$ cat config.mk
export PLATFORM = sky130hd
export DESIGN_NAME = bridge_top
export DESIGN_NICKNAME = d
export VERILOG_FILES = /design/src/common/bridge_pkg.sv /design/src/common/reg_if.sv /design/src/hw/bridge_top.sv /design/src/hw/regs/axil_slave.sv /design/src/hw/regs/reg_bank.sv /design/src/hw/stream/frame_tx_mux.sv
export VERILOG_INCLUDE_DIRS = /design/src /design/src/common
export SDC_FILE = /design/constraint.sdc
export NUM_CORES = 1
export LEC_CHECK = 0
export BUFFER_PORTS_ARGS = -buffer_cell sky130_fd_sc_hd__buf_2
export CAP_MARGIN = 10
export CORE_MARGIN = 8
export CORE_UTILIZATION = 52
export CTS_CLUSTER_DIAMETER = 60
export CTS_CLUSTER_SIZE = 12
export DETAILED_ROUTE_END_ITERATION = 16
export GPL_TIMING_DRIVEN = 0
export HOLD_SLACK_MARGIN = 0.08
export PLACE_DENSITY = 0.81
export SLEW_MARGIN = 20
export SYNTH_ARGS = -nofsm -noshare
export SYNTH_HDL_FRONTEND = slang
export SYNTH_HIERARCHICAL = 1
export SYNTH_SLANG_ARGS = --single-unit
$ cat constraint.sdc
create_clock -name clk125M -period 3.4 [get_ports clk125M]
set_input_delay 0.68 -clock clk125M [delete_from_list [all_inputs] [get_ports clk125M]]
set_output_delay 0.68 -clock clk125M [all_outputs]
set_load 0.005 [all_outputs]
$ cat src/common/bridge_params.svh
// --------------------
// board constants, register map and bus response codes
// --------------------
`ifndef BRIDGE_PARAMS_SVH
`define BRIDGE_PARAMS_SVH

// ethernet side ports merged onto the link
`define BRIDGE_ETHCOUNT    4

// scratch words for bus testing
`define BRIDGE_TEST_COUNT  4

// fixed firmware id word
`define BRIDGE_FW_DATE     32'hF1A5_0C01

// --------------------
// register byte offsets
`define REG_FW_DATE        8'h00   // ro
`define REG_LINK           8'h04   // ro
`define REG_ETH_MASK       8'h08   // rw
`define REG_PHY_RST        8'h0C   // rw
`define REG_MDIO           8'h10   // rw, bit 3 ro pin input
`define REG_DROP_CNT       8'h14   // ro
`define REG_TEST_BASE      8'h20   // rw, consecutive words

// --------------------
// axi response codes
`define AXIL_RESP_OKAY     2'b00
`define AXIL_RESP_SLVERR   2'b10

`endif

$ cat src/common/bridge_pkg.sv
// --------------------
// shared vector types and mux state encoding
// --------------------
`include "bridge_params.svh"

package bridge_pkg;

    // --------------------
    // register access
    typedef logic [7:0]  reg_addr_t;   // byte address
    typedef logic [31:0] reg_data_t;
    typedef logic [1:0]  axil_resp_t;

    // --------------------
    // port selection
    typedef logic [$clog2(`BRIDGE_ETHCOUNT)-1:0] port_sel_t;
    typedef logic [`BRIDGE_ETHCOUNT-1:0]         port_mask_t;  // one bit per port

    // --------------------
    // stream payload
    typedef logic [31:0] beat_data_t;
    typedef logic [3:0]  beat_keep_t;  // byte enables, not interpreted
    typedef logic [15:0] drop_cnt_t;   // wraps

    // frame mux fsm
    typedef enum logic [1:0] {
        MUX_IDLE,
        MUX_PASS,
        MUX_DROP
    } mux_state_t;

endpackage

$ cat src/common/reg_if.sv
// --------------------
// single cycle register access between bus slave and bank
// --------------------
`timescale 1ns/1ps

interface reg_if;
    import bridge_pkg::*;

    // write side, applied on the edge where wr_en is high
    logic       wr_en;
    reg_addr_t  wr_addr;
    reg_data_t  wr_data;

    // read side, answered combinationally
    reg_addr_t  rd_addr;
    reg_data_t  rd_data;

    axil_resp_t resp;  // for wr_addr while wr_en, else for rd_addr

    modport slave (
        output wr_en,
        output wr_addr,
        output wr_data,
        output rd_addr,
        input  rd_data,
        input  resp
    );

    modport bank (
        input  wr_en,
        input  wr_addr,
        input  wr_data,
        input  rd_addr,
        output rd_data,
        output resp
    );

endinterface

$ cat src/hw/bridge_top.sv
// --------------------
// top level, bus front end, register bank and frame mux
// --------------------
`timescale 1ns/1ps
`include "bridge_params.svh"

module bridge_top (
    input  logic                   clk125M,
    input  logic                   rst_n_i,

    // axi4-lite
    input  bridge_pkg::reg_addr_t  awaddr_i,
    input  logic                   awvalid_i,
    output logic                   awready_o,
    input  bridge_pkg::reg_data_t  wdata_i,
    input  logic                   wvalid_i,
    output logic                   wready_o,
    output bridge_pkg::axil_resp_t bresp_o,
    output logic                   bvalid_o,
    input  logic                   bready_i,
    input  bridge_pkg::reg_addr_t  araddr_i,
    input  logic                   arvalid_i,
    output logic                   arready_o,
    output bridge_pkg::reg_data_t  rdata_o,
    output bridge_pkg::axil_resp_t rresp_o,
    output logic                   rvalid_o,
    input  logic                   rready_i,

    // port streams and select pins
    input  bridge_pkg::port_sel_t  sel_i,
    input  bridge_pkg::beat_data_t s_tdata_i [`BRIDGE_ETHCOUNT],
    input  bridge_pkg::beat_keep_t s_tkeep_i [`BRIDGE_ETHCOUNT],
    input  bridge_pkg::port_mask_t s_tvalid_i,
    input  bridge_pkg::port_mask_t s_tlast_i,
    output bridge_pkg::port_mask_t s_tready_o,

    // link stream
    output bridge_pkg::beat_data_t m_tdata_o,
    output bridge_pkg::beat_keep_t m_tkeep_o,
    output logic                   m_tvalid_o,
    output logic                   m_tlast_o,
    input  logic                   m_tready_i,

    // board pins
    input  bridge_pkg::port_mask_t link_i,
    input  logic                   mdio_i,
    output bridge_pkg::port_mask_t eth_phy_rst_o,
    output logic                   mdio_mdc_o,
    output logic                   mdio_data_o,
    output logic                   mdio_oe_o
);
    import bridge_pkg::*;

    port_mask_t eth_mask;   // bank to mux
    drop_cnt_t  drop_cnt;   // mux back to bank

    reg_if u_regs ();

    axil_slave u_axil (
        .clk125M   (clk125M),
        .rst_n_i   (rst_n_i),
        .awaddr_i  (awaddr_i),
        .awvalid_i (awvalid_i),
        .awready_o (awready_o),
        .wdata_i   (wdata_i),
        .wvalid_i  (wvalid_i),
        .wready_o  (wready_o),
        .bresp_o   (bresp_o),
        .bvalid_o  (bvalid_o),
        .bready_i  (bready_i),
        .araddr_i  (araddr_i),
        .arvalid_i (arvalid_i),
        .arready_o (arready_o),
        .rdata_o   (rdata_o),
        .rresp_o   (rresp_o),
        .rvalid_o  (rvalid_o),
        .rready_i  (rready_i),
        .regs      (u_regs.slave)
    );

    reg_bank u_bank (
        .clk125M       (clk125M),
        .rst_n_i       (rst_n_i),
        .regs          (u_regs.bank),
        .link_i        (link_i),
        .mdio_i        (mdio_i),
        .drop_cnt_i    (drop_cnt),
        .eth_mask_o    (eth_mask),
        .eth_phy_rst_o (eth_phy_rst_o),
        .mdio_mdc_o    (mdio_mdc_o),
        .mdio_data_o   (mdio_data_o),
        .mdio_oe_o     (mdio_oe_o)
    );

    frame_tx_mux u_mux (
        .clk125M    (clk125M),
        .rst_n_i    (rst_n_i),
        .sel_i      (sel_i),
        .eth_mask_i (eth_mask),
        .s_tdata_i  (s_tdata_i),
        .s_tkeep_i  (s_tkeep_i),
        .s_tvalid_i (s_tvalid_i),
        .s_tlast_i  (s_tlast_i),
        .s_tready_o (s_tready_o),
        .m_tdata_o  (m_tdata_o),
        .m_tkeep_o  (m_tkeep_o),
        .m_tvalid_o (m_tvalid_o),
        .m_tlast_o  (m_tlast_o),
        .m_tready_i (m_tready_i),
        .drop_cnt_o (drop_cnt)
    );

endmodule

$ cat src/hw/regs/axil_slave.sv
// --------------------
// axi4-lite slave, turns bus transfers into register accesses
// --------------------
`timescale 1ns/1ps

module axil_slave (
    input  logic                   clk125M,
    input  logic                   rst_n_i,

    // write address and data
    input  bridge_pkg::reg_addr_t  awaddr_i,
    input  logic                   awvalid_i,
    output logic                   awready_o,
    input  bridge_pkg::reg_data_t  wdata_i,
    input  logic                   wvalid_i,
    output logic                   wready_o,

    // write response
    output bridge_pkg::axil_resp_t bresp_o,
    output logic                   bvalid_o,
    input  logic                   bready_i,

    // read address
    input  bridge_pkg::reg_addr_t  araddr_i,
    input  logic                   arvalid_i,
    output logic                   arready_o,

    // read data
    output bridge_pkg::reg_data_t  rdata_o,
    output bridge_pkg::axil_resp_t rresp_o,
    output logic                   rvalid_o,
    input  logic                   rready_i,

    reg_if.slave                   regs
);
    import bridge_pkg::*;

    logic wr_accept;
    logic rd_accept;

    // --------------------
    // handshakes
    // address and data taken together, only with no response waiting
    assign wr_accept = awvalid_i && wvalid_i && !bvalid_o;
    assign awready_o = wr_accept;
    assign wready_o  = wr_accept;

    // bank has one resp line, so a write in the same cycle wins
    assign arready_o = !rvalid_o && !wr_accept;
    assign rd_accept = arvalid_i && arready_o;

    // bank access straight from the bus
    assign regs.wr_en   = wr_accept;
    assign regs.wr_addr = awaddr_i;
    assign regs.wr_data = wdata_i;
    assign regs.rd_addr = araddr_i;

    // --------------------
    // response valids
    always_ff @(posedge clk125M or negedge rst_n_i) begin
        if (!rst_n_i) begin
            bvalid_o <= 1'b0;
            rvalid_o <= 1'b0;
        end else begin
            if (wr_accept) begin
                bvalid_o <= 1'b1;
            end else if (bready_i) begin
                bvalid_o <= 1'b0;
            end

            if (rd_accept) begin
                rvalid_o <= 1'b1;
            end else if (rready_i) begin
                rvalid_o <= 1'b0;
            end
        end
    end

    // response payload, held while valid is up
    always_ff @(posedge clk125M) begin
        if (wr_accept) begin
            bresp_o <= regs.resp;
        end
        if (rd_accept) begin
            rdata_o <= regs.rd_data;
            rresp_o <= regs.resp;
        end
    end

    // --------------------
    // responses wait for the master
    a_bvalid_hold : assert property (
        @(posedge clk125M) disable iff (!rst_n_i)
        bvalid_o && !bready_i |=> bvalid_o && $stable(bresp_o)
    );

    a_rvalid_hold : assert property (
        @(posedge clk125M) disable iff (!rst_n_i)
        rvalid_o && !rready_i |=> rvalid_o && $stable(rdata_o) && $stable(rresp_o)
    );

endmodule

$ cat src/hw/regs/reg_bank.sv
// --------------------
// control and status registers with address decode
// --------------------
`timescale 1ns/1ps
`include "bridge_params.svh"

module reg_bank (
    input  logic                   clk125M,
    input  logic                   rst_n_i,

    reg_if.bank                    regs,

    input  bridge_pkg::port_mask_t link_i,
    input  logic                   mdio_i,
    input  bridge_pkg::drop_cnt_t  drop_cnt_i,

    output bridge_pkg::port_mask_t eth_mask_o,
    output bridge_pkg::port_mask_t eth_phy_rst_o,
    output logic                   mdio_mdc_o,
    output logic                   mdio_data_o,
    output logic                   mdio_oe_o
);
    import bridge_pkg::*;

    localparam int TEST_IW = $clog2(`BRIDGE_TEST_COUNT);

    reg_data_t  test_q [`BRIDGE_TEST_COUNT];
    port_mask_t eth_mask_q;
    port_mask_t phy_rst_q;
    logic       mdc_q;
    logic       mdo_q;
    logic       moe_q;

    logic       rd_hit;
    logic       wr_ok;

    // word inside the scratch window
    function automatic logic is_test(reg_addr_t a);
        return (a >= `REG_TEST_BASE) &&
               (a < `REG_TEST_BASE + 4 * `BRIDGE_TEST_COUNT) &&
               (a[1:0] == 2'b00);
    endfunction

    function automatic logic [TEST_IW-1:0] test_idx(reg_addr_t a);
        return TEST_IW'((a - `REG_TEST_BASE) >> 2);
    endfunction

    // --------------------
    // writable registers
    always_ff @(posedge clk125M or negedge rst_n_i) begin
        if (!rst_n_i) begin
            eth_mask_q <= '0;
            phy_rst_q  <= '0;
            mdc_q      <= 1'b0;
            mdo_q      <= 1'b0;
            moe_q      <= 1'b0;
            for (int i = 0; i < `BRIDGE_TEST_COUNT; i++) begin
                test_q[i] <= '0;
            end
        end else if (regs.wr_en) begin
            case (regs.wr_addr)
                `REG_ETH_MASK: eth_mask_q <= regs.wr_data[`BRIDGE_ETHCOUNT-1:0];
                `REG_PHY_RST:  phy_rst_q  <= regs.wr_data[`BRIDGE_ETHCOUNT-1:0];
                `REG_MDIO: begin
                    mdc_q <= regs.wr_data[0];
                    mdo_q <= regs.wr_data[1];
                    moe_q <= regs.wr_data[2];  // bit 3 is the pin input
                end
                default: begin
                    if (is_test(regs.wr_addr)) begin
                        test_q[test_idx(regs.wr_addr)] <= regs.wr_data;
                    end
                end
            endcase
        end
    end

    // --------------------
    // read decode with zero for unmapped
    always_comb begin
        rd_hit       = 1'b1;
        regs.rd_data = '0;
        case (regs.rd_addr)
            `REG_FW_DATE:  regs.rd_data = `BRIDGE_FW_DATE;
            `REG_LINK:     regs.rd_data = reg_data_t'(link_i);
            `REG_ETH_MASK: regs.rd_data = reg_data_t'(eth_mask_q);
            `REG_PHY_RST:  regs.rd_data = reg_data_t'(phy_rst_q);
            `REG_MDIO:     regs.rd_data = reg_data_t'({mdio_i, moe_q, mdo_q, mdc_q});
            `REG_DROP_CNT: regs.rd_data = reg_data_t'(drop_cnt_i);
            default: begin
                rd_hit = is_test(regs.rd_addr);
                if (rd_hit) begin
                    regs.rd_data = test_q[test_idx(regs.rd_addr)];
                end
            end
        endcase
    end

    // read-only and unmapped writes are refused
    always_comb begin
        wr_ok = is_test(regs.wr_addr);
        case (regs.wr_addr)
            `REG_ETH_MASK, `REG_PHY_RST, `REG_MDIO: wr_ok = 1'b1;
            default: ;
        endcase
    end

    assign regs.resp = regs.wr_en ? (wr_ok  ? `AXIL_RESP_OKAY : `AXIL_RESP_SLVERR)
                                  : (rd_hit ? `AXIL_RESP_OKAY : `AXIL_RESP_SLVERR);

    // --------------------
    // outputs
    assign eth_mask_o    = eth_mask_q;
    assign eth_phy_rst_o = phy_rst_q;
    assign mdio_mdc_o    = mdc_q;
    assign mdio_data_o   = mdo_q;
    assign mdio_oe_o     = moe_q;

    a_wr_addr_known : assert property (
        @(posedge clk125M) disable iff (!rst_n_i)
        regs.wr_en |-> !$isunknown(regs.wr_addr)
    );

endmodule

$ cat src/hw/stream/frame_tx_mux.sv
// --------------------
// frame mux from the port streams onto the link stream
// --------------------
`timescale 1ns/1ps
`include "bridge_params.svh"

module frame_tx_mux (
    input  logic                   clk125M,
    input  logic                   rst_n_i,

    input  bridge_pkg::port_sel_t  sel_i,
    input  bridge_pkg::port_mask_t eth_mask_i,

    // port side
    input  bridge_pkg::beat_data_t s_tdata_i [`BRIDGE_ETHCOUNT],
    input  bridge_pkg::beat_keep_t s_tkeep_i [`BRIDGE_ETHCOUNT],
    input  bridge_pkg::port_mask_t s_tvalid_i,
    input  bridge_pkg::port_mask_t s_tlast_i,
    output bridge_pkg::port_mask_t s_tready_o,

    // link side
    output bridge_pkg::beat_data_t m_tdata_o,
    output bridge_pkg::beat_keep_t m_tkeep_o,
    output logic                   m_tvalid_o,
    output logic                   m_tlast_o,
    input  logic                   m_tready_i,

    output bridge_pkg::drop_cnt_t  drop_cnt_o
);
    import bridge_pkg::*;

    mux_state_t state_q;
    port_sel_t  sel_q;     // granted port for the current frame
    drop_cnt_t  drop_q;

    logic cur_valid;
    logic cur_last;

    assign cur_valid = s_tvalid_i[sel_q];
    assign cur_last  = s_tlast_i[sel_q];

    // --------------------
    // grant fsm
    always_ff @(posedge clk125M or negedge rst_n_i) begin
        if (!rst_n_i) begin
            state_q <= MUX_IDLE;
            sel_q   <= '0;
            drop_q  <= '0;
        end else begin
            case (state_q)
                MUX_IDLE: begin
                    // select pins only looked at between frames
                    if (s_tvalid_i[sel_i]) begin
                        sel_q   <= sel_i;
                        state_q <= eth_mask_i[sel_i] ? MUX_PASS : MUX_DROP;
                    end
                end
                MUX_PASS: begin
                    if (cur_valid && m_tready_i && cur_last) begin
                        state_q <= MUX_IDLE;
                    end
                end
                MUX_DROP: begin
                    if (cur_valid && cur_last) begin
                        state_q <= MUX_IDLE;
                        drop_q  <= drop_q + 1'b1;  // wraps
                    end
                end
                default: state_q <= MUX_IDLE;
            endcase
        end
    end

    // --------------------
    // zero cycle data path
    always_comb begin
        s_tready_o = '0;
        m_tvalid_o = 1'b0;
        m_tlast_o  = 1'b0;
        m_tdata_o  = s_tdata_i[sel_q];
        m_tkeep_o  = s_tkeep_i[sel_q];
        case (state_q)
            MUX_PASS: begin
                s_tready_o[sel_q] = m_tready_i;
                m_tvalid_o        = cur_valid;
                m_tlast_o         = cur_last;
            end
            MUX_DROP: begin
                s_tready_o[sel_q] = 1'b1;  // sink the frame
            end
            default: ;
        endcase
    end

    assign drop_cnt_o = drop_q;

    // --------------------
    a_one_ready : assert property (
        @(posedge clk125M) disable iff (!rst_n_i)
        $onehot0(s_tready_o)
    );

    a_valid_in_pass : assert property (
        @(posedge clk125M) disable iff (!rst_n_i)
        m_tvalid_o |-> state_q == MUX_PASS
    );

endmodule

==> results of run 1 <==
-- sequential cells by signal, indices dropped and copies added (netlist names) --
signal,flops
u_axil/bresp_o,2
u_axil/bvalid_o,1
u_axil/rdata_o,32
u_axil/rresp_o,2
u_axil/rvalid_o,1
u_bank/eth_mask_o,4
u_bank/eth_phy_rst_o,4
u_bank/mdio_data_o,1
u_bank/mdio_mdc_o,1
u_bank/mdio_oe_o,1
u_bank/test_q,128
u_mux/drop_cnt_o,16
u_mux/sel_q,2
u_mux/state_q,2
-- cell type report --
| cell class | instances | area (um2) |
|---|---|---|
| fill | 1459 | 6840 |
| buffer | 94 | 597 |
| tap | 265 | 332 |
| inverter | 6 | 22.5 |
| clock buffer | 25 | 495 |
| multi-input combinational | 379 | 4330 |
| sequential | 197 | 5110 |
| antenna | 7 | 17.5 |
| timing repair buffer | 258 | 1350 |
| clock inverter | 7 | 119 |
-- synth_stat cells (all sizes together) (11+ instances only) --
library cell,n,share of area (%)
dfrtp,161,40
mux2,143,16
buf,76,5.3
mux4,72,16
edfxtp,36,11
nand2,30,1.1
clkbuf,18,0.67
xnor2,14,1.2
nor2,13,0.49
and2,12,0.75
a22o,11,0.96
-- cell families (layout without fill, tap and decap cells) --
| family | Yosys count | after routing | synth area share [%] |
|---|---|---|---|
| AND/OR/NAND/NOR | 106 | 106 | 5.94 |
| adder cells (fa/ha/maj) | 4 | 4 | 0.498 |
| XOR/XNOR | 15 | 15 | 1.31 |
| buffers and inverters | 100 | 390 | 6.16 |
| AO/OA/AOI/OAI | 33 | 33 | 2.56 |
| other | 1 | 8 | 0.0373 |
| multiplexers | 220 | 220 | 32.7 |
| flip-flops | 197 | 197 | 50.8 |
-- metrics by stage --
step,std cells,setup slack (ns)
floorplan,676,0.536
global placement,1197,-0.788
detailed placement,1199,0.413
CTS,1231,0.395
global route,1237,0.320
finish,1238,0.429
-- routing by layer --
metal | global-route usage [%] | wire length (um) | share of wire, %
met3 | 7.24 | 2730 | 8.5
met5 | 0 | 13 | 0.041
met4 | 10.4 | 943 | 3.0
met2 | 45.3 | 16200 | 51
met1 | 32.8 | 12000 | 38
-- worst max-delay path by stage --
stage / from / to / slack, ns / depth (start not counted)
after global routing: u_mux/sel_q[0] / m_tkeep_o[0] / 0.32 / 4
after global placement: rst_n_i / u_mux/sel_q[0] / -0.79 / 1
after detailed placement: araddr_i[2] / u_axil/rdata_o[11] / 0.41 / 5
after floorplan: wvalid_i / u_axil/rdata_o[0] / 0.54 / 3
after CTS: u_mux/sel_q[0] / m_tkeep_o[0] / 0.39 / 4
final: u_mux/sel_q[0] / m_tkeep_o[0] / 0.43 / 4
-- power breakdown --
group	switching, mW	leakage [nW]	internal (mW)
registers	0.0825	2.57	2.52
clock network	0.834	0.299	1.24
logic	0.948	3.16	0.946
total	1.87	6.02	4.71
-- placed cells by master, fill, tap and decap left out, types with 9 or more instances in the layout --
master,synthesis,routed
buf_2,18,273
edfxtp_1,36,36
mux2_2,134,134
dfrtp_1,161,161
nor2_1,13,12
nand4_1,9,9
buf_4,51,51
clkbuf_1,18,22
clkbuf_16,0,17
xnor2_1,14,14
mux2_1,9,9
mux4_2,72,72
a22o_1,11,11
nand2_1,30,30
and2_1,11,11
==> results.md, run 1 <==
* Antenna viol nets, final at 0
* Syn_area_per_cell at ~15 um2
* Clock Sinks at 197
* Global-route wire length before repair at 47.7 mm
* Clk_lat worst skew at 0.43 ns
* Worst Reg2Reg Path Length in Cells at 7
* Seq/Total Area, Yosys at 50.8%
* Die Ht at around 160 um
* Syn-to-layout area delta at 23.1%
* Finished Cell Area at 12,400 um2
* Cells after synthesis at 676
* Total CTS buffers at 17
* Required time worst endpoint at 2.72 ns
* H-Tree Depth at 4
* Vias at 7,060
* IO Port Bufs at 256
* Fin crit share at 87.4%
* Hold Buf Count CTS at 0
* Slew HR at about 43%
* Setup Skew at 0.00750 ns
* Yosys reg bits at around 200
* Largest net degree at the start of global routing at 95
* CTS tree: built
* Die Area at 24,000 um2
* Crit Path Category: flip-flop to output pin
* Finished Core Util at roughly 64%
* Placeable Area at 19,200 um2
* Ratio of cells with drive above 1 in the final layout at 59.4%
* Top FF cell, synth: dfrtp_1
* Crit path launch type: flip-flop
* Worst-margin pin slew at 0.860 ns
* PwrDens at 531 nW/um2
* Arrival time worst endpoint at 2.29 ns
* Rows at 51
* Root Driver: clkbuf_16
* Synthesized cell area at ~10,000 um2
* Gpl congestion at ~1.0
* Worst-path maximum fanout at 10
* Setup_tns at 0 ns
* Synth unique cells at 50
* Synth Warn # at 6
* Clock Tree Buf Depth at 2
* DP Area at 11,700 um2
* Crit Reg-Reg Startpoint: u_axil/bvalid_o
* Post-DP HPWL at 25.4 mm
* Hold crit path type: input pin to asynchronous set/reset pin
* Syn_nets at 895
* Final hold violations at 0
* Setup Buffers After CTS at 0
* DRT iter0 DRCs at 513
* Asr flop ratio synth at 81.7%
* Die W at about 160 um
* Reg clk slew, reported paths at around 0.07 ns
* Worst Path Buf+Inv at 3
* F_max at ~340 MHz
* Slew Limit Fails at 0
* Initial Utilization at ~52%
* Post-Route WL at 32.0 mm
* Unrepaired setup endpoints after global routing: false
* CP peak stage delay at 0.66 ns
* Post-synth EDFFs at 36
* I/O Pins at 305
* Fin crit period at between 2 and 3 ns
* Total Nets Final at 1,172
* Total GRT Usage at 27.0%
* Lkg Pwr at ~6 nW
* Gr ovfl total at 0
* Vias per cell at 5.70
* Max cap viols at 0
* Cells along the critical path: buf_6, clkbuf_1, mux4_2, buf_2
* Total power at 6.57 mW
* Drt first pass iters at 5
* CP delay by family, top: buffers and inverters
* VDD IR-drop max at between 0.0003 and 0.0004 V
* Result of the run: finished, final reports clean
* Critical path capture point type: output pin
* CP max-delay cell: mux4_2
* Number of remaining DRC errors at 0
* R2r setup slk at roughly 0.81 ns
* Vias in the first global route at 7,437
* Post-CTS resize count at 0
* Initial antenna violation count at 9
* Wire per inst at 25.8 um
* R2R Path End: u_bank/test_q[7]
* Hold slack final at 0.188 ns
* Final setup fails at 0
No activity file was read; power rests on OpenSTA's default activity.
==> inputs of run 2 (changes only) <==
- CORE_UTILIZATION: 52 -> 56
- PLACE_DENSITY: 0.81 -> 0.86
- clock period: 3.4 -> 3.5 ns (I/O delays scaled with it)
==> results.md, run 2 (synthesis results as in run 1) <==
* Result of the run: finished, final reports clean
* Global-route wire length before repair at between 40 and 50 mm
* Max reg flops at 128
* Fillcell total at 1,254
* Die Ht at between 100 and 150 um
* Max cap viols at 0
* Vias at 7,150
* Fin crit share at 84.4%
* Multi-input gate area in the final layout at about 4300 um2
* Reg clk slew, reported paths at 0.07 ns
* R2r setup slk at 0.88 ns
* GR peak layer: met2
* Total power at 6.22 mW
* Worst Reg2Reg Path Length in Cells at 8
* Rows at 49
* Required time worst endpoint at 2.80 ns
* I/O Pins at 305
* Arrival time worst endpoint at between 2 and 2.5 ns
* Largest net degree at the start of global routing at 99
* Post-DP HPWL at 25.9 mm
* DP Area at 11,700 um2
* Post-CTS resize count at 0
* R2R Path End: u_bank/test_q[101]
* Total Nets Final at roughly 1,200
* Critical path capture point type: output pin
* Top reg by flops: u_bank/test_q
* Crit Path Category: flip-flop to output pin
* Setup Skew at 0.00724 ns
* Crit path launch type: flip-flop
* Total CTS buffers at 17
* Finished Cell Area at 12,300 um2
* PwrDens at 506 nW/um2
* F_max at 339 MHz
* Drt first pass iters at 5
* Number of remaining DRC errors at 0
* Die W at 150 um
* Commonest non-fill, non-tap cells in the layout: 273 x buf_2, 161 x dfrtp_1, 134 x mux2_2
* Vias in the first global route at 7,519
* Grt met2 use at around half
* Root Driver: clkbuf_16
* Die Area at ~22,000 um2
* Placeable Area at 17,800 um2
* Post-Route WL at 33.0 mm
* Setup Buffers After CTS at 0
* Worst-path maximum fanout at 10
* Worst setup margin at roughly 0.55 ns
* Clock Tree Buf Depth at 2
* Worst-margin pin slew at roughly 0.87 ns
* Total GRT Usage at 29.8%
* Hold Buf Count CTS at 0
* H-Tree Depth at 4
* Lkg Pwr at 6.01 nW
* Final hold violations at 0
* Clock Sinks at 197
* Gr ovfl total at 0
* DRT iter0 DRCs at 629
* Final setup fails at 0
* FF/Latch Area at 5110 um2
* Hold crit path type: input pin to asynchronous set/reset pin
* Initial antenna violation count at 11
* Unrepaired setup endpoints after global routing: false
* Initial Utilization at 56.5%
* Syn-to-layout area delta at 22.2%
* Vias per cell at 5.94
* CTS tree: built
* Ratio of cells with drive above 1 in the final layout at 59.4%
* IO Port Bufs at 256
* Pre-CTS setup slack at 0.568 ns
* Wire per inst at 27.5 um
* Slew HR at 42.1%
* Slew Limit Fails at 0
* Met1 global-route usage at 38.0%
* Clk_lat worst skew at around 0.43 ns
* Commonest non-fill, non-tap cell in the layout: buf_2
* GR Util met3 at around 6.7%
* Antenna viol nets, final at 0
* Gpl congestion at ~1.0
* Fin crit period at 2.95 ns
* Worst setup path startpoint: u_mux/sel_q[0]
* Crit Reg-Reg Startpoint: u_axil/bvalid_o
* VDD IR-drop max at about 0.00048 V
## run 2: cell types whose count changed in the layout (fill, tap and decap cells not counted), sizes merged
cell / before / now
clkinv: 1 / 7
clkbuf: 43 / 39
bufinv: 3 / 1
clkinvlp: 1 / 0
diode: 7 / 8
inv: 8 / 9
## run 2: worst max path at each step
stage	endpoint	slack [ns]
floorplan	u_axil/rdata_o[0]	0.62
global placement	u_mux/sel_q[1]	-0.71
detailed placement	u_axil/rdata_o[11]	0.57
CTS	m_tkeep_o[0]	0.55
global route	m_tkeep_o[2]	0.43
finish	m_tkeep_o[0]	0.55
## run 2: final cells by class
class | count | share of cell area, %
tap | 229 | 2.33
buffer | 94 | 4.86
clock buffer | 21 | 3.84
timing repair buffer | 258 | 11.0
clock inverter | 11 | 0.805
multi-input combinational | 379 | 35.2
antenna | 8 | 0.163
inverter | 6 | 0.183
sequential | 197 | 41.6
## run 2: through the flow
step	hold WS, ns	util [%]	std cells	setup TNS, ns
after floorplan	0.404	-	676	0
after global placement	0.463	65.3	1161	-126.61
after detailed placement	0.469	65.8	1163	0
after CTS	0.332	69.0	1195	0
after global routing	0.366	69.1	1203	0
final	0.308	69.1	1203	0
## run 2: per-layer routing
metal,wire length [um],vias to the layer above
li1,-,3059
met1,13100,3742
met2,16800,314
met3,2540,35
met4,598,0
met5,0,-
## run 2: power by group
| part | internal, mW | leakage [nW] | switching [mW] |
|---|---|---|---|
| combinational | 0.916 | 3.16 | 0.876 |
| clock | 1.05 | 0.285 | 0.850 |
| sequential | 2.45 | 2.57 | 0.0803 |
| total | 4.41 | 6.01 | 1.81 |
## run 2: critical path, cell delays in order, from the launching register on
cell      delay (ns)
dfrtp_1         0.35
buf_6           0.14
clkbuf_1        0.51
mux4_2          0.66
buf_2           0.16
